### src/verilog/soc_io_pkg.sv
package soc_io_pkg;

  // One write on the I/O bus, a single-cycle strobe
  typedef struct packed {
    logic        en;
    logic [31:0] addr;
    logic [31:0] data;
    logic [3:0]  strb;
  } io_wr_t;

  // Read request, answered on io_rdata in the next cycle
  typedef struct packed {
    logic        en;
    logic [31:0] addr;
  } io_rd_req_t;

  // Register map, one word each in a 4-word window
  localparam logic [31:0] ADDR_LED = 32'h0000_0000;
  localparam logic [31:0] ADDR_GPIO = 32'h0000_0004;
  localparam logic [31:0] ADDR_UART_DATA = 32'h0000_0008;
  localparam logic [31:0] ADDR_UART_STATUS = 32'h0000_000C;

  // Status word bits
  localparam int STAT_FULL = 0;
  localparam int STAT_BUSY = 1;
  localparam int STAT_OVF = 2;

  // Transmit frame phases
  typedef enum logic [1:0] {
    IDLE  = 2'd0,
    START = 2'd1,
    DATA  = 2'd2,
    STOP  = 2'd3
  } uart_state_e;

endpackage

### src/verilog/uart_baud_timer.sv
`timescale 1ns/1ps

module uart_baud_timer #(
    parameter int CLOCK_FREQ = 85_250_000,
    parameter int BAUD_RATE  = 115_200
) (
    input  logic clk,
    input  logic rst_n,
    input  logic restart,
    input  logic run,
    output logic tick
);
  localparam int DIV = CLOCK_FREQ / BAUD_RATE;
  localparam int CW = (DIV > 2) ? $clog2(DIV) : 1;
  localparam logic [CW-1:0] RELOAD = CW'(DIV - 1);

  logic [CW-1:0] cnt;

  assign tick = run && (cnt == '0);

  // Counter holds while the line is idle and restarts with each frame
  always_ff @(posedge clk) begin
    if (!rst_n) begin
      cnt <= RELOAD;
    end else if (restart || tick) begin
      cnt <= RELOAD;
    end else if (run) begin
      cnt <= cnt - 1'b1;
    end
  end

  a_div_min: assert property (@(posedge clk) DIV >= 2)
    else $error("baud divisor %0d is below 2", DIV);

endmodule

### src/verilog/uart_tx_fifo.sv
`timescale 1ns/1ps

module uart_tx_fifo #(
    parameter int FIFO_DEPTH = 4
) (
    input  logic                        clk,
    input  logic                        rst_n,
    input  logic                        push,
    input  logic [7:0]                  push_data,
    input  logic                        pop,
    output logic [7:0]                  pop_data,
    output logic [$clog2(FIFO_DEPTH):0] count
);
  localparam int AW = $clog2(FIFO_DEPTH);

  logic [7:0] mem[FIFO_DEPTH];
  logic [AW-1:0] wptr;
  logic [AW-1:0] rptr;

  // Head of the queue is visible before the pop
  assign pop_data = mem[rptr];

  always_ff @(posedge clk) begin
    if (push) begin
      mem[wptr] <= push_data;
    end
  end

  // Pointers wrap on their own since the depth is a power of two
  always_ff @(posedge clk) begin
    if (!rst_n) begin
      wptr  <= '0;
      rptr  <= '0;
      count <= '0;
    end else begin
      if (push) begin
        wptr <= wptr + 1'b1;
      end
      if (pop) begin
        rptr <= rptr + 1'b1;
      end
      case ({push, pop})
        2'b10:   count <= count + 1'b1;
        2'b01:   count <= count - 1'b1;
        default: count <= count;
      endcase
    end
  end

  a_no_pop_empty: assert property (
      @(posedge clk) disable iff (!rst_n) pop |-> count != '0)
    else $error("pop from empty transmit FIFO");

  a_no_push_full: assert property (
      @(posedge clk) disable iff (!rst_n) push |-> count < FIFO_DEPTH)
    else $error("push into full transmit FIFO");

endmodule

### src/verilog/uart_tx_shift.sv
`timescale 1ns/1ps

module uart_tx_shift (
    input  logic       clk,
    input  logic       rst_n,
    input  logic       load,
    input  logic [7:0] data,
    input  logic       shift,
    input  logic [1:0] line_sel,
    output logic       txd
);
  import soc_io_pkg::*;

  logic [7:0] sreg;
  logic [7:0] sreg_nxt;
  logic       txd_nxt;

  always_comb begin
    sreg_nxt = sreg;
    if (load) begin
      sreg_nxt = data;
    end else if (shift) begin
      sreg_nxt = {1'b0, sreg[7:1]};
    end
  end

  // line_sel names the phase of the coming cycle
  always_comb begin
    case (line_sel)
      START:   txd_nxt = 1'b0;
      DATA:    txd_nxt = sreg_nxt[0];
      default: txd_nxt = 1'b1;
    endcase
  end

  always_ff @(posedge clk) begin
    sreg <= sreg_nxt;
  end

  // Line idles high
  always_ff @(posedge clk) begin
    if (!rst_n) begin
      txd <= 1'b1;
    end else begin
      txd <= txd_nxt;
    end
  end

endmodule

### src/verilog/uart_tx_fsm.sv
`timescale 1ns/1ps

module uart_tx_fsm #(
    parameter int FIFO_DEPTH = 4
) (
    input  logic                        clk,
    input  logic                        rst_n,
    input  logic [$clog2(FIFO_DEPTH):0] fifo_count,
    output logic                        pop,
    output logic                        load,
    output logic                        restart,
    input  logic                        tick,
    output logic                        shift,
    output logic                        busy,
    output logic [1:0]                  line_sel
);
  import soc_io_pkg::*;

  uart_state_e state;
  uart_state_e state_nxt;
  logic [2:0]  bit_idx;

  // Frame begins as soon as a byte is queued
  assign pop     = (state == IDLE) && (fifo_count != '0);
  assign load    = pop;
  assign restart = pop;
  assign shift   = (state == DATA) && tick;
  assign busy    = (state != IDLE);

  // Shifter flops the line, so it is told the next phase
  assign line_sel = state_nxt;

  always_comb begin
    state_nxt = state;
    case (state)
      IDLE: begin
        if (pop) state_nxt = START;
      end
      START: begin
        if (tick) state_nxt = DATA;
      end
      DATA: begin
        if (tick && bit_idx == 3'd7) state_nxt = STOP;
      end
      STOP: begin
        if (tick) state_nxt = IDLE;
      end
      default: state_nxt = IDLE;
    endcase
  end

  always_ff @(posedge clk) begin
    if (!rst_n) begin
      state   <= IDLE;
      bit_idx <= '0;
    end else begin
      state <= state_nxt;
      if (state == START) begin
        bit_idx <= '0;
      end else if (shift) begin
        bit_idx <= bit_idx + 3'd1;
      end
    end
  end

  // A restarted timer waits a full bit before its first tick
  a_restart_no_tick: assert property (
      @(posedge clk) disable iff (!rst_n) restart |=> !tick)
    else $error("baud tick right after a timer restart");

  // Timer runs only while a frame is on the line
  a_no_idle_tick: assert property (
      @(posedge clk) disable iff (!rst_n) state == IDLE |-> !tick)
    else $error("baud tick while idle");

endmodule

### src/verilog/soc_io_regs.sv
`timescale 1ns/1ps

module soc_io_regs #(
    parameter int FIFO_DEPTH = 4
) (
    input  logic                        clk,
    input  logic                        rst_n,
    input  soc_io_pkg::io_wr_t          io_wr,
    input  soc_io_pkg::io_rd_req_t      io_rd,
    output logic [31:0]                 io_rdata,
    output logic                        led,
    output logic [7:0]                  gpio,
    output logic                        push,
    output logic [7:0]                  push_data,
    input  logic [$clog2(FIFO_DEPTH):0] fifo_count,
    input  logic                        busy
);
  import soc_io_pkg::*;

  logic        full;
  logic        ovf;
  logic        wr_led;
  logic        wr_gpio;
  logic        wr_data;
  logic        wr_stat;
  logic [31:0] status;
  logic [31:0] rd_word;

  // Byte offset bits are ignored
  function automatic logic hit(input logic [31:0] addr, input logic [31:0] base);
    hit = (addr[31:2] == base[31:2]);
  endfunction

  assign full = (fifo_count == FIFO_DEPTH);

  // Every register sits in byte lane 0
  assign wr_led  = io_wr.en && io_wr.strb[0] && hit(io_wr.addr, ADDR_LED);
  assign wr_gpio = io_wr.en && io_wr.strb[0] && hit(io_wr.addr, ADDR_GPIO);
  assign wr_data = io_wr.en && io_wr.strb[0] && hit(io_wr.addr, ADDR_UART_DATA);
  assign wr_stat = io_wr.en && io_wr.strb[0] && hit(io_wr.addr, ADDR_UART_STATUS);

  assign push      = wr_data && !full;
  assign push_data = io_wr.data[7:0];

  // Queued bytes count as busy so polling waits for the last stop bit
  always_comb begin
    status            = '0;
    status[STAT_FULL] = full;
    status[STAT_BUSY] = busy || (fifo_count != '0);
    status[STAT_OVF]  = ovf;
  end

  // UART_DATA is write only and reads as zero
  always_comb begin
    rd_word = '0;
    if (hit(io_rd.addr, ADDR_LED)) begin
      rd_word = {31'b0, led};
    end else if (hit(io_rd.addr, ADDR_GPIO)) begin
      rd_word = {24'b0, gpio};
    end else if (hit(io_rd.addr, ADDR_UART_STATUS)) begin
      rd_word = status;
    end
  end

  always_ff @(posedge clk) begin
    if (!rst_n) begin
      led      <= 1'b0;
      gpio     <= '0;
      ovf      <= 1'b0;
      io_rdata <= '0;
    end else begin
      if (wr_led) begin
        led <= io_wr.data[0];
      end
      if (wr_gpio) begin
        gpio <= io_wr.data[7:0];
      end
      // Sticky until software writes a one to clear it
      if (wr_data && full) begin
        ovf <= 1'b1;
      end else if (wr_stat && io_wr.data[STAT_OVF]) begin
        ovf <= 1'b0;
      end
      if (io_rd.en) begin
        io_rdata <= rd_word;
      end
    end
  end

  a_push_not_full: assert property (
      @(posedge clk) disable iff (!rst_n)
      push |-> (fifo_count < FIFO_DEPTH) ##1 (fifo_count != '0))
    else $error("push while transmit FIFO full");

endmodule

### src/verilog/soc_io_top.sv
`timescale 1ns/1ps

module soc_io_top #(
    parameter int CLOCK_FREQ = 85_250_000,
    parameter int BAUD_RATE  = 115_200,
    parameter int FIFO_DEPTH = 4
) (
    input  logic                   clk,
    input  logic                   rst_n,
    input  soc_io_pkg::io_wr_t     io_wr,
    input  soc_io_pkg::io_rd_req_t io_rd,
    output logic [31:0]            io_rdata,
    output logic                   led,
    output logic [7:0]             gpio,
    output logic                   uart_tx
);
  localparam int CNT_W = $clog2(FIFO_DEPTH) + 1;

  logic             push;
  logic [7:0]       push_data;
  logic [CNT_W-1:0] fifo_count;
  logic             pop;
  logic [7:0]       pop_data;
  logic             load;
  logic             restart;
  logic             tick;
  logic             shift;
  logic             busy;
  logic [1:0]       line_sel;

  soc_io_regs #(
      .FIFO_DEPTH(FIFO_DEPTH)
  ) regs (
      .clk       (clk),
      .rst_n     (rst_n),
      .io_wr     (io_wr),
      .io_rd     (io_rd),
      .io_rdata  (io_rdata),
      .led       (led),
      .gpio      (gpio),
      .push      (push),
      .push_data (push_data),
      .fifo_count(fifo_count),
      .busy      (busy)
  );

  uart_tx_fifo #(
      .FIFO_DEPTH(FIFO_DEPTH)
  ) tx_fifo (
      .clk      (clk),
      .rst_n    (rst_n),
      .push     (push),
      .push_data(push_data),
      .pop      (pop),
      .pop_data (pop_data),
      .count    (fifo_count)
  );

  uart_tx_fsm #(
      .FIFO_DEPTH(FIFO_DEPTH)
  ) tx_fsm (
      .clk       (clk),
      .rst_n     (rst_n),
      .fifo_count(fifo_count),
      .pop       (pop),
      .load      (load),
      .restart   (restart),
      .tick      (tick),
      .shift     (shift),
      .busy      (busy),
      .line_sel  (line_sel)
  );

  // Timer runs for the whole frame
  uart_baud_timer #(
      .CLOCK_FREQ(CLOCK_FREQ),
      .BAUD_RATE (BAUD_RATE)
  ) baud (
      .clk    (clk),
      .rst_n  (rst_n),
      .restart(restart),
      .run    (busy),
      .tick   (tick)
  );

  uart_tx_shift tx_shift (
      .clk     (clk),
      .rst_n   (rst_n),
      .load    (load),
      .data    (pop_data),
      .shift   (shift),
      .line_sel(line_sel),
      .txd     (uart_tx)
  );

endmodule

### config.mk
export PLATFORM = sky130hd
export DESIGN_NAME = soc_io_top
export DESIGN_NICKNAME = d
export VERILOG_FILES = /design/src/verilog/soc_io_pkg.sv /design/src/verilog/uart_baud_timer.sv /design/src/verilog/uart_tx_fifo.sv /design/src/verilog/uart_tx_shift.sv /design/src/verilog/uart_tx_fsm.sv /design/src/verilog/soc_io_regs.sv /design/src/verilog/soc_io_top.sv
export SDC_FILE = /design/constraint.sdc
export NUM_CORES = 1
export LEC_CHECK = 0
export ABC_CLOCK_PERIOD_IN_PS = 3800
export BUFFER_PORTS_ARGS = -buffer_cell sky130_fd_sc_hd__clkbuf_2
export CAP_MARGIN = 15
export CORE_MARGIN = 1
export CORE_UTILIZATION = 54
export CTS_CLUSTER_SIZE = 30
export DETAILED_ROUTE_END_ITERATION = 12
export GPL_ROUTABILITY_DRIVEN = 0
export PLACE_DENSITY = 0.93
export RECOVER_POWER = 100
export SYNTH_ARGS = -nofsm -noshare
export SYNTH_HDL_FRONTEND = slang
export SYNTH_HIERARCHICAL = 1
export SYNTH_SLANG_ARGS = --single-unit
export TNS_END_PERCENT = 5
### constraint.sdc
create_clock -name clk -period 3.8 [get_ports clk]
set_input_delay 0.19 -clock clk [delete_from_list [all_inputs] [get_ports clk]]
set_output_delay 0.19 -clock clk [all_outputs]
set_load 0.005 [all_outputs]
### After elaboration in Yosys (flattened, before gate mapping)

Memories as Yosys holds them, arrays and structs flattened. A register that Yosys moved wholly into a read port is not among the register bits.
Index checks and enable logic that the tools add are counted.

| operators by class | value |
|---|---|
| eq/ne operators | 14 |
| mux-type cells | 18 |
| bitwise gates (word level) | 1 |
| reduce and logical (&&, ||, !) cells | 26 |
| $add $sub $neg | 6 |

Operators with widths:

| cell | count |
|---|---|
| $eq A30 B2 Y1 const B | 3 |
| $mux W32 | 2 |
| $eq A30 B1 Y1 const B | 2 |
| $logic_not A30 Y1 | 2 |
| $mux W8 | 2 |
| $logic_and A1 B1 Y1 | 12 |
| $mux W2 | 6 |
| $logic_not A10 Y1 | 1 |
| $sub A10 B1 Y10 const B | 1 |
| $eq A2 B2 Y1 const B | 4 |
| $pmux W2 S4 | 1 |
| $reduce_bool A2 Y1 | 4 |
| $add A3 B1 Y3 const B | 2 |
| $eq A2 B1 Y1 const B | 3 |
| $eq A3 B3 Y1 const B | 2 |
| $pmux W3 S2 | 1 |
| $add A2 B1 Y2 const B | 2 |
| $mux W1 | 4 |
| $reduce_or A2 Y1 | 2 |
| $mux W3 | 1 |
| $reduce_bool A3 Y1 | 1 |
| $sub A3 B1 Y3 const B | 1 |
| $logic_not A2 Y1 | 1 |
| $logic_or A1 B1 Y1 | 2 |
| other kinds (3) | 3 |

| word-level totals | value |
|---|---|
| output and inout port bits | 42 |
| word-level logic and storage cells | 79 |
| bits in registers | 73 |
| bits in writable memories | 32 |
| memories | 1 |

Memory list:

| name | words | bits a word | read ports | clocked after memory_dff | write ports | RTL line | text |
|---|---|---|---|---|---|---|---|
| tx_fifo.mem | 4 | 8 | 1 | 1 | 1 | uart_tx_fifo.sv:16 | `logic [7:0] mem[FIFO_DEPTH];` |

### Logic depth before layout (Yosys ltp)

Gate-level depths: netlist of the first run.

| logic depth | value |
|---|---|
| word-level depth | 7 |
| depth in mapped cells | 10 |
| gate-level depth less buffers | 10 |

### By module

Netlist of the first run, hierarchy kept.

By module, submodules not included:

| module | area each (µm²) | times used | cells an instance | sequential area each (µm²) |
|---|---|---|---|---|
| uart_tx_fifo | 1586.5 | 1 | 82 | 1141.1 |
| soc_io_regs | 1281.2 | 1 | 135 | 360.3 |
| uart_baud_timer | 533.0 | 1 | 56 | 200.2 |
| uart_tx_shift | 380.4 | 1 | 26 | 250.2 |
| uart_tx_fsm | 325.3 | 1 | 38 | 100.1 |

### Least setup slack after synthesis of the first run

OpenSTA, ideal clock, no wires.

| path | value |
|---|---|
| path kind | input port to flip-flop |
| start | input port io_wr[54] in the netlist's numbering |
| end | register tx_fifo.count[2] |
| stages | 10 |
| arrival time | 2571 ps |
| library setup time | 70 ps |
| path slack | 1159 ps |
| cells stage by stage | nor4_2 > nand4_2 > nand4bb_1 > nor3_1 > inv_1 > ha_1 > fa_1 > xnor2_1 > or3_1 > a21boi_1 |

| between the ends | value |
|---|---|
| longest elaborated chain between the ends | 5 |
| elaborated cells between the ends (all ways) | 7 |

RTL lines:

| item | RTL line | text |
|---|---|---|
| from (decl) | soc_io_top.sv:10 | `input soc_io_pkg::io_wr_t io_wr,` |
| $eq A30 B2 Y1 (*) | soc_io_regs.sv:31 | `hit = (addr[31:2] == base[31:2]);` |
| $logic_and A1 B1 Y1 (*) | soc_io_regs.sv:39 | `assign wr_data = io_wr.en && io_wr.strb[0] && hit(io_wr.addr, ADDR_UART_DATA);` |
| $logic_and A1 B1 Y1 (*) | soc_io_regs.sv:42 | `assign push = wr_data && !full;` |
| named net push | soc_io_top.sv:19 | `logic push;` |
| $eq A2 B1 Y1 / $eq A2 B2 Y1 (equally long branches) | uart_tx_fifo.sv:42 | `case ({push, pop})` |
| $pmux W3 S2 / $reduce_bool A2 Y1 (equally long branches) | -- |  |
| to (signal assigned) | uart_tx_fifo.sv:43 | `2'b10: count <= count + 1'b1;` |
| to (signal assigned) | uart_tx_fifo.sv:44 | `2'b01: count <= count - 1'b1;` |
| to (signal assigned) | uart_tx_fifo.sv:45 | `default: count <= count;` |
| to (decl) | uart_tx_fifo.sv:12 | `output logic [$clog2(FIFO_DEPTH):0] count` |

The timed path passes the listed nets; every way through them passes the cells marked *.
A chain may end at the register's enable or synchronous reset.

### Final worst setup path of the first run

| path | value |
|---|---|
| start | register tx_fsm.state[1] |
| end | register tx_shift.txd |

| between the ends | value |
|---|---|
| elaborated cells between the ends (all ways) | 19 |

RTL lines:

| item | RTL line | text |
|---|---|---|
| from (decl) | uart_tx_fsm.sv:19 | `uart_state_e state;` |
| from (signal assigned) | uart_tx_fsm.sv:57 | `state <= state_nxt;` |
| $reduce_bool A2 Y1 | uart_tx_fsm.sv:28 | `assign busy = (state != IDLE);` |
| named net busy | soc_io_top.sv:28 | `logic busy;` |
| $logic_and A1 B1 Y1 | uart_baud_timer.sv:19 | `assign tick = run && (cnt == '0);` |
| named net tick | soc_io_top.sv:26 | `logic tick;` |
| $logic_and A1 B1 Y1 | uart_tx_fsm.sv:27 | `assign shift = (state == DATA) && tick;` |
| named net shift | soc_io_top.sv:27 | `logic shift;` |
| $mux W8 | uart_tx_shift.sv:22 | `end else if (shift) begin` |
| $mux W8 | uart_tx_shift.sv:20 | `if (load) begin` |
| $pmux W1 S2 | uart_tx_shift.sv:29 | `case (line_sel)` |
| to (signal assigned) | uart_tx_shift.sv:45 | `txd <= txd_nxt;` |
| to (decl) | uart_tx_shift.sv:10 | `output logic txd` |

The timed path passes the listed nets, and every way through them passes these cells. The select of a mux whose other input is x is not followed.

==> results_dict.tcl, run 1 <==
set metrics [dict create \
    drv_cap 0 \
    seq_area_frac_synth_pct 49.97 \
    place_hpwl_mm 5.896 \
    worstPathCellList "or2_0 > nor4bb_1 > nand2_1 > nor3_1 > buf_4 > nand2b_4 > nor2_1 > mux2i_1 > o2111a_1 > o21ai_2" \
    setup_viol 0 \
    final_common_cell "clkbuf_2" \
    die-area_sq_um 7958 \
    r2r_slack_ns 0.71 \
    end_kind "flip-flop" \
    hold_violations 0 \
    ctsResizeCount 0 \
    ir_drop_uv 182.2 \
    cts.sinks 83 \
    wl_per_cell_um 15.42 \
    grt_overflow 0 \
    critPathLaunchType "flip-flop" \
    io_buffers 90 \
    ios 146 \
    syn_area_sq_um 4106 \
    vias_per_cell 5.379 \
    ant_nets 0 \
    synth_top_area_share_pct 28.52 \
    utilization_pct 64.07 \
    tightest_slew_ns 0.8088 \
    yosysTopAreaCell "edfxtp_1" \
    r2r_end "tx_shift/txd" \
    cts_root_buf "clkbuf_8" \
    yosysUniqueCellTypes 68 \
    grt_first_pass_wirelength_mm 12.86 \
    final_nets 537 \
    clk_latency_ns 0.35 \
    p_per_area_nw_per_um2 376.4 \
    initial_core_util_pct 56.31 \
    drv_slew 0 \
    cp_top_family "simple AND/OR/NAND/NOR gates" \
    placementRows 31 \
    status "completed" \
    syn_inst 337 \
    antenna_found_initial 0 \
    power.leakage_uw 0.001742 \
    placed_cells 512 \
    slowest_delay_ns 0.57 \
    clkTransAtPathRegs_ns 0.08 \
    timing.hold.ws_ns 0.1400 \
    core_sq_um 7292 \
    async_flop_share_pct 0 \
    whs_path_depth 1 \
    setup-tns-final_ns 0 \
    drt_first_pass_iters 4 \
    timing.rr.start "tx_fsm/state[1]" \
    cts_buffers 9 \
    relSlewSlack_pct 45.66 \
    die_w_um 89.21 \
    period_minus_slack_ns 3.092 \
    finClkSkew_ns 0.009534 \
    preCtsSetupSlack_ns 1.001 \
    fin_ws_ns 0.7084 \
    via_count 2840 \
    max_freq_mhz 323.5 \
    yosysWarnings 6 \
    cp.required_ns 4.02 \
    grt_use_total_pct 22.11 \
    synth_edf_count 39 \
    postCtsSetupBuffers 0 \
    cts_tree "done" \
    cp.arrival_ns 3.31 \
    crit_path_max_fanout 13 \
    ys_seq_elements 83 \
    critPathBufInv 1 \
    period_share_pct 81.36 \
    cts_hold_buf 0 \
    die_h_um 89.21 \
    synth.area.top_cells "edfxtp_1, dfxtp_1, buf_4" \
    routed_wirelength_mm 8.142 \
    syn_area_per_cell_sq_um 12.19 \
    final_cells 528 \
    cts.path.max_buffers 2 \
    grt_pass1_vias 2859 \
    crit_type "reg2reg" \
    drt-initial-drc-count 119 \
    area_growth_syn_to_layout_pct 13.77 \
    drcViolationCount 0 \
    hp-start "io_wr[11]" \
    drive_gt1_share_pct 27.27 \
    reg2reg_depth 10 \
    num_antenna_cells 0 \
    rsz0062_at_grt "false" \
    holdPathEnd "tx_fifo/mem[1][7]" \
    cts-htree-levels 3 \
    hp-class "in2reg" \
    slowest_stage "dfxtp_1" \
    grt_max_degree 34 \
    layout_common_cells "clkbuf_2, dfxtp_1, edfxtp_1, conb_1, clkbuf_1" \
    synthFlopType "dfxtp_1" \
]
[registers in the layout, indices dropped and copies added (netlist names), named ones only]
register        cells
tx_shift/sreg       8
regs/ovf            1
regs/gpio           8
tx_fifo/rptr        2
tx_fifo/mem        32
tx_fsm/state        2
baud/cnt           10
regs/led            1
regs/io_rdata       8
tx_fifo/wptr        2
tx_shift/txd        1
tx_fsm/bit_idx      3
tx_fifo/count       3
[final cells by class]
| class | instances | area (sq um) |
|---|---|---|
| clock inverters | 6 | 113.9 |
| flip-flops and latches | 83 | 2052 |
| repair buffers | 94 | 449.2 |
| fillers | 535 | 2620 |
| clock buffers | 10 | 127.6 |
| well taps | 99 | 123.9 |
| inverters | 11 | 41.29 |
| multi-input cells | 225 | 1764 |
[layer usage]
metal	global-route usage (%)	up-vias	wire length [um]
met5	0	-	0
met4	12.27	0	284
met3	5.078	16	468
met2	40.80	126	4327
met1	23.17	1339	3060
li1	-	1359	-
[metrics by stage]
| step | cell area, sq um | total power (uW) |
|---|---|---|
| floorplan | 4193 | 1000 |
| global placement | 4497 | 1027 |
| detailed placement | 4497 | 1029 |
| CTS | 4738 | 1773 |
| global route | 4672 | 1817 |
| finish | 4672 | 1758 |
[worst reg2reg max path: cells and delay by family (launching register included)]
kind | cells | cell delay (ns)
AND/OR/NAND/NOR | 6 | 1.65
AO/OA/AOI/OAI | 2 | 0.29
buffers and inverters | 1 | 0.18
multiplexers | 1 | 0.28
flip-flops | 1 | 0.57
[worst max-delay path by stage]
stage                          from                to  slack (ns)  depth (start not counted)
detailed placement        io_wr[54]  tx_fifo/count[2]        1.00                         12
floorplan                 io_wr[54]  tx_fifo/count[2]        1.16                         10
CTS                 tx_fsm/state[1]      tx_shift/txd         1.0                         10
finish              tx_fsm/state[1]      tx_shift/txd        0.71                         10
global placement          io_wr[54]  tx_fifo/count[2]        1.16                         12
global route        tx_fsm/state[1]      tx_shift/txd        0.42                         10
[power breakdown]
group / total [uW] / switching (uW) / internal [uW]
Combinational: 74.3 / 38.0 / 36.3
Clock: 753 / 315 / 438
Sequential: 931 / 0.00000259 / 931
Total: 1760 / 353 / 1410
[synthesized netlist by cell type (3+ instances only)]
library cell	number
xor2_1	3
nor4_2	4
nand3b_1	6
o31ai_1	3
mux4_2	8
nor2_1	8
o21ai_0	5
nor4_1	7
nor4b_2	4
buf_4	34
a21boi_0	4
dfxtp_1	44
nand4_1	3
a22o_1	6
and3_1	3
and2_1	14
edfxtp_1	39
a21oi_1	4
o21a_1	3
mux2i_1	12
nor3_1	4
nand2_1	12
inv_1	11
nand3_1	4
a21boi_1	6
nor2b_1	16
nand2b_1	8
xnor2_1	6
ha_1	8
[kinds of logic after synthesis]
| kind of cell | share of synthesized area [%] |
|---|---|
| XOR/XNOR | 1.920 |
| flip-flops | 49.97 |
| AO/OA/AOI/OAI | 8.165 |
| adder cells (fa/ha/maj) | 2.925 |
| multiplexers | 8.135 |
| other | 0.09132 |
| buffers and inverters | 8.318 |
| AND/OR/NAND/NOR | 20.48 |
No activity file was read; power rests on OpenSTA's default activity.
==> run 2, diff against run 1 <==
--- a/config.mk
+++ b/config.mk
@@ -5,15 +5,15 @@
 export SDC_FILE = /design/constraint.sdc
 export NUM_CORES = 1
 export LEC_CHECK = 0
-export ABC_CLOCK_PERIOD_IN_PS = 3800
+export ABC_CLOCK_PERIOD_IN_PS = 3000
 export BUFFER_PORTS_ARGS = -buffer_cell sky130_fd_sc_hd__clkbuf_2
 export CAP_MARGIN = 15
 export CORE_MARGIN = 1
-export CORE_UTILIZATION = 54
+export CORE_UTILIZATION = 50
 export CTS_CLUSTER_SIZE = 30
 export DETAILED_ROUTE_END_ITERATION = 12
 export GPL_ROUTABILITY_DRIVEN = 0
-export PLACE_DENSITY = 0.93
+export PLACE_DENSITY = 0.87
 export RECOVER_POWER = 100
 export SYNTH_ARGS = -nofsm -noshare
 export SYNTH_HDL_FRONTEND = slang
==> constraint.sdc (replaced) <==
create_clock -name clk -period 3 [get_ports clk]
set_input_delay 0.15 -clock clk [delete_from_list [all_inputs] [get_ports clk]]
set_output_delay 0.15 -clock clk [all_outputs]
set_load 0.005 [all_outputs]
==> run 2 against run 1 <==
Clock power is 2% lower. Hold slack worse by 0.015 ns. Power up 14%. Critical path type unchanged. Largest cell class unchanged. Highest routed layer unchanged.
==> results_dict.tcl, run 2 (same netlist as run 1, synthesis figures left out) <==
set metrics [dict create \
    initial_core_util_pct 52.33 \
    routed_wirelength_mm 7.825 \
    drcViolationCount 0 \
    grt_use_total_pct 19.15 \
    status "completed" \
    die_w_um 92.63 \
    ir_drop_uv 189.5 \
    ant_nets 0 \
    crit_path_max_fanout 13 \
    end_kind "flip-flop" \
    wl_per_cell_um 14.71 \
    cts.sinks 83 \
    period_share_pct 91.00 \
    cts_hold_buf 0 \
    final_nets 538 \
    area_growth_syn_to_layout_pct 12.86 \
    cp.required_ns 3.21 \
    cts_root_buf "clkbuf_8" \
    whs_path_depth 1 \
    hp-class "in2reg" \
    cp_top_family "simple AND/OR/NAND/NOR gates" \
    p_total_uw 2011 \
    hold_violations 0 \
    top_regs "tx_fifo/mem x32, baud/cnt x10" \
    drv_cap 0 \
    grt_max_degree 34 \
    die-area_sq_um 8579 \
    drt-initial-drc-count 148 \
    antenna_found_initial 0 \
    relSlewSlack_pct 48.26 \
    rsz0062_at_grt "false" \
    ctsResizeCount 0 \
    slowest_delay_ns 0.57 \
    crit_path_frequent_cell "nand2_1" \
    period_minus_slack_ns 2.730 \
    reg2reg_depth 9 \
    vias_per_cell 5.263 \
    ios 146 \
    cts_buffers 9 \
    largest_register_ffs 32 \
    critPathLaunchType "flip-flop" \
    drv_slew 0 \
    p_per_area_nw_per_um2 433.9 \
    placementRows 32 \
    die_h_um 92.63 \
    cts.path.max_buffers 2 \
    cts_tree "done" \
    via_count 2800 \
    cp.arrival_ns 2.94 \
    io_buffers 90 \
    grt_pass1_vias 2727 \
    num_antenna_cells 0 \
    finClkSkew_ns 0.01808 \
    postCtsSetupBuffers 0 \
    clk_latency_ns 0.35 \
    grt_overflow 0 \
    grt_first_pass_wirelength_mm 12.65 \
    cts-htree-levels 3 \
    layout_common_cells "clkbuf_2, dfxtp_1, edfxtp_1, conb_1, nor2b_1" \
    drive_gt1_share_pct 28.84 \
    core_sq_um 7848 \
    setup_viol 0 \
    crit_cells 9 \
    n_fill_cell 658 \
    crit_type "reg2reg" \
    tightest_slew_ns 0.7702 \
    final_common_cell "clkbuf_2" \
    regMostFlops "tx_fifo/mem" \
    final_cells 532 \
    setup-tns-final_ns 0 \
    critPathBufInv 1 \
    worstPathCellList "or2_4 > nor4bb_1 > nand2_1 > nor3_1 > clkbuf_1 > nand2_1 > xnor2_1 > o2111a_1 > o21ai_0" \
    placed_cells 516 \
    drt_first_pass_iters 4 \
    power.leakage_uw 0.001741 \
    max_freq_mhz 366.3 \
    place_hpwl_mm 5.829 \
    clkTransAtPathRegs_ns 0.09 \
    slowest_stage "dfxtp_1" \
]
[run 2: stage by stage]
stage | setup WS [ns] | hold WS [ns] | cell area, sq um | utilization, %
after CTS | 0.2567 | 0.04264 | 4692 | 59.79
final | 0.2700 | 0.1254 | 4634 | 59.06
after global placement | 0.3516 | 0.4012 | 4508 | 57.45
after detailed placement | 0.2803 | 0.4078 | 4508 | 57.45
after floorplan | 0.3986 | 0.2092 | 4193 | -
after global routing | 0.02073 | 0.1257 | 4634 | 59.06
[run 2: layer usage]
metal | vias to the layer above | GRT usage, % | wire, um
li1 | 1351 | - | -
met1 | 1323 | 22.24 | 3265
met2 | 108 | 33.83 | 3988
met3 | 18 | 4.187 | 401
met4 | 0 | 8.462 | 170
met5 | - | 0 | 0
[run 2: path summary, 6_finish.rpt]
check | from | to | slack (ns)
worst max-delay path | tx_fsm/state[1] | tx_shift/txd | 0.27
worst min-delay path | io_wr[9] | tx_fifo/mem[3][5] | 0.13
worst max register to register | tx_fsm/state[1] | tx_shift/txd | 0.27
worst min register to register | regs/io_rdata[6] | regs/io_rdata[6] | 0.49
[run 2: cell type report]
type / instances / area, sq um / share of cell area (%)
Tap cell: 102 / 127.6 / 2.754
Sequential cell: 83 / 2052 / 44.28
Multi-Input combinational cell: 225 / 1770 / 38.20
Clock inverter: 6 / 46.29 / 0.9989
Timing Repair Buffer: 95 / 459.2 / 9.908
Inverter: 11 / 41.29 / 0.8909
Clock buffer: 10 / 137.6 / 2.970
[run 2: where the power goes]
group	total [uW]	leakage, uW	internal [uW]	switching [uW]
Combinational	95.8	0.000960	46.9	48.9
Clock	735	0.0000909	329	406
Sequential	1180	0.000690	1180	0.00000330
==> run 3, diff against run 2 <==
--- a/config.mk
+++ b/config.mk
@@ -15,6 +15,7 @@
 export GPL_ROUTABILITY_DRIVEN = 0
 export PLACE_DENSITY = 0.87
 export RECOVER_POWER = 100
+export REMOVE_ABC_BUFFERS = 1
 export SYNTH_ARGS = -nofsm -noshare
 export SYNTH_HDL_FRONTEND = slang
 export SYNTH_HIERARCHICAL = 1
==> run 3 against run 2 <==
Cell area rose by 0.27%. Utilization rose by 0.16 points. Via count increased by 3.2%. First-iteration DRC count is 43% higher. Die area stayed put. Routed wire length up 4.0%. Combinational power shrank 0.7%. Hold slack worse by 0.037 ns. Critical path depth shrank 1. Sequential share of layout area is 0.12 points lower. Non-clock buffer count is the same. Power is 5.1% higher. Largest power group unchanged.
==> results_dict.tcl, run 3 (same netlist as run 1, synthesis figures left out) <==
set metrics [dict create \
    end_kind "flip-flop" \
    setup_viol 0 \
    top_regs "tx_fifo/mem x32, baud/cnt x10" \
    cts_buffers 9 \
    largest_register_ffs 32 \
    num_antenna_cells 0 \
    drv_slew 0 \
    place_hpwl_mm 5.867 \
    final_nets 538 \
    crit_path_max_fanout 11 \
    routed_wirelength_mm 8.135 \
    drv_cap 0 \
    grt_first_pass_wirelength_mm 13.05 \
    max_freq_mhz 361.0 \
    cts_root_buf "clkbuf_8" \
    grt_max_degree 34 \
    grt_use_total_pct 20.04 \
    clk_latency_ns 0.36 \
    antenna_found_initial 0 \
    rsz0062_at_grt "false" \
    ir_drop_uv 319.5 \
    finClkSkew_ns 0.009183 \
    period_minus_slack_ns 2.770 \
    hp-class "in2reg" \
    area_growth_syn_to_layout_pct 13.16 \
    critPathLaunchType "flip-flop" \
    via_count 2889 \
    n_fill_cell 627 \
    placed_cells 516 \
    cts.path.max_buffers 2 \
    hold_violations 0 \
    cp.arrival_ns 3.00 \
    period_share_pct 92.33 \
    slowest_stage "dfxtp_1" \
    die_h_um 92.63 \
    power.leakage_uw 0.001732 \
    vias_per_cell 5.430 \
    wl_per_cell_um 15.29 \
    final_common_cell "clkbuf_2" \
    ctsResizeCount 0 \
    clkTransAtPathRegs_ns 0.09 \
    io_buffers 90 \
    ios 146 \
    initial_core_util_pct 52.33 \
    core_sq_um 7848 \
    placementRows 32 \
    grt_pass1_vias 2830 \
    die-area_sq_um 8579 \
    cts_tree "done" \
    p_per_area_nw_per_um2 454.6 \
    cts-htree-levels 3 \
    setup-tns-final_ns 0 \
    ant_nets 0 \
    cts_hold_buf 0 \
    status "completed" \
    relSlewSlack_pct 46.67 \
    cts.sinks 83 \
    drt_first_pass_iters 4 \
    slowest_delay_ns 0.48 \
    drive_gt1_share_pct 26.98 \
    crit_type "reg2reg" \
    tightest_slew_ns 0.7938 \
    drcViolationCount 0 \
    grt_overflow 0 \
    regMostFlops "tx_fifo/mem" \
    worstPathCellList "or2_4 > nor4bb_1 > nand2_1 > nor3_1 > nand2b_4 > nor2_1 > nor2b_1 > a22o_1" \
    layout_common_cells "clkbuf_2, dfxtp_1, edfxtp_1, clkbuf_1, conb_1" \
    postCtsSetupBuffers 0 \
    final_cells 532 \
    cp.required_ns 3.23 \
    die_w_um 92.63 \
    drt-initial-drc-count 212 \
]
-- run 3: metrics by stage --
| stage | utilization [%] | instance area [sq um] | setup WS [ns] | power (uW) | hold slack (ns) |
|---|---|---|---|---|---|
| 2_1_floorplan | - | 3892 | 0.3986 | 1232 | 0.2092 |
| 3_3_place_gp | 57.45 | 4508 | 0.3542 | 1301 | 0.3929 |
| 3_5_place_dp | 57.45 | 4508 | 0.2950 | 1304 | 0.3962 |
| 4_1_cts | 60.11 | 4717 | 0.2511 | 2125 | 0.01304 |
| 5_1_grt | 59.22 | 4647 | 0.002411 | 2178 | 0.07541 |
| 6_report | 59.22 | 4647 | 0.2302 | 2113 | 0.08886 |
-- run 3: final cells by class --
class	count	area (sq um)	area share [%]
Clock buffer	10	137.6	2.962
Timing Repair Buffer	95	450.4	9.693
Clock inverter	6	71.32	1.535
Inverter	11	41.29	0.8885
Multi-Input combinational cell	225	1767	38.02
Tap cell	102	127.6	2.746
Sequential cell	83	2052	44.16
-- run 3: critical path, delay by kind of cell, from the launching register on --
family / cells / cell delay [ns]
compound gates: 1 / 0.21
flops: 1 / 0.48
simple gates: 7 / 1.95
-- run 3: final timing paths --
kind         depth (start not counted)  slack [ns]              from                end
max                                  8        0.23   tx_fsm/state[0]   tx_shift/sreg[3]
min                                  1        0.09         io_wr[11]  tx_fifo/mem[0][7]
max reg2reg                          8        0.23   tx_fsm/state[0]   tx_shift/sreg[3]
min reg2reg                          2        0.48  regs/io_rdata[7]   regs/io_rdata[7]
-- run 3: where the power goes --
group,internal [uW],total [uW],switching (uW)
clock network,415,838,423
registers,1180,1180,0.00000311
logic,45.9,95.1,49.2
total,1640,2110,472
-- run 3: metal layers --
layer	up-vias	global-route usage [%]	share of wire (%)
met5	-	0	0
met4	0	8.974	2.0
met3	14	4.269	5.7
met2	137	35.49	51
met1	1381	23.21	41
li1	1357	-	-
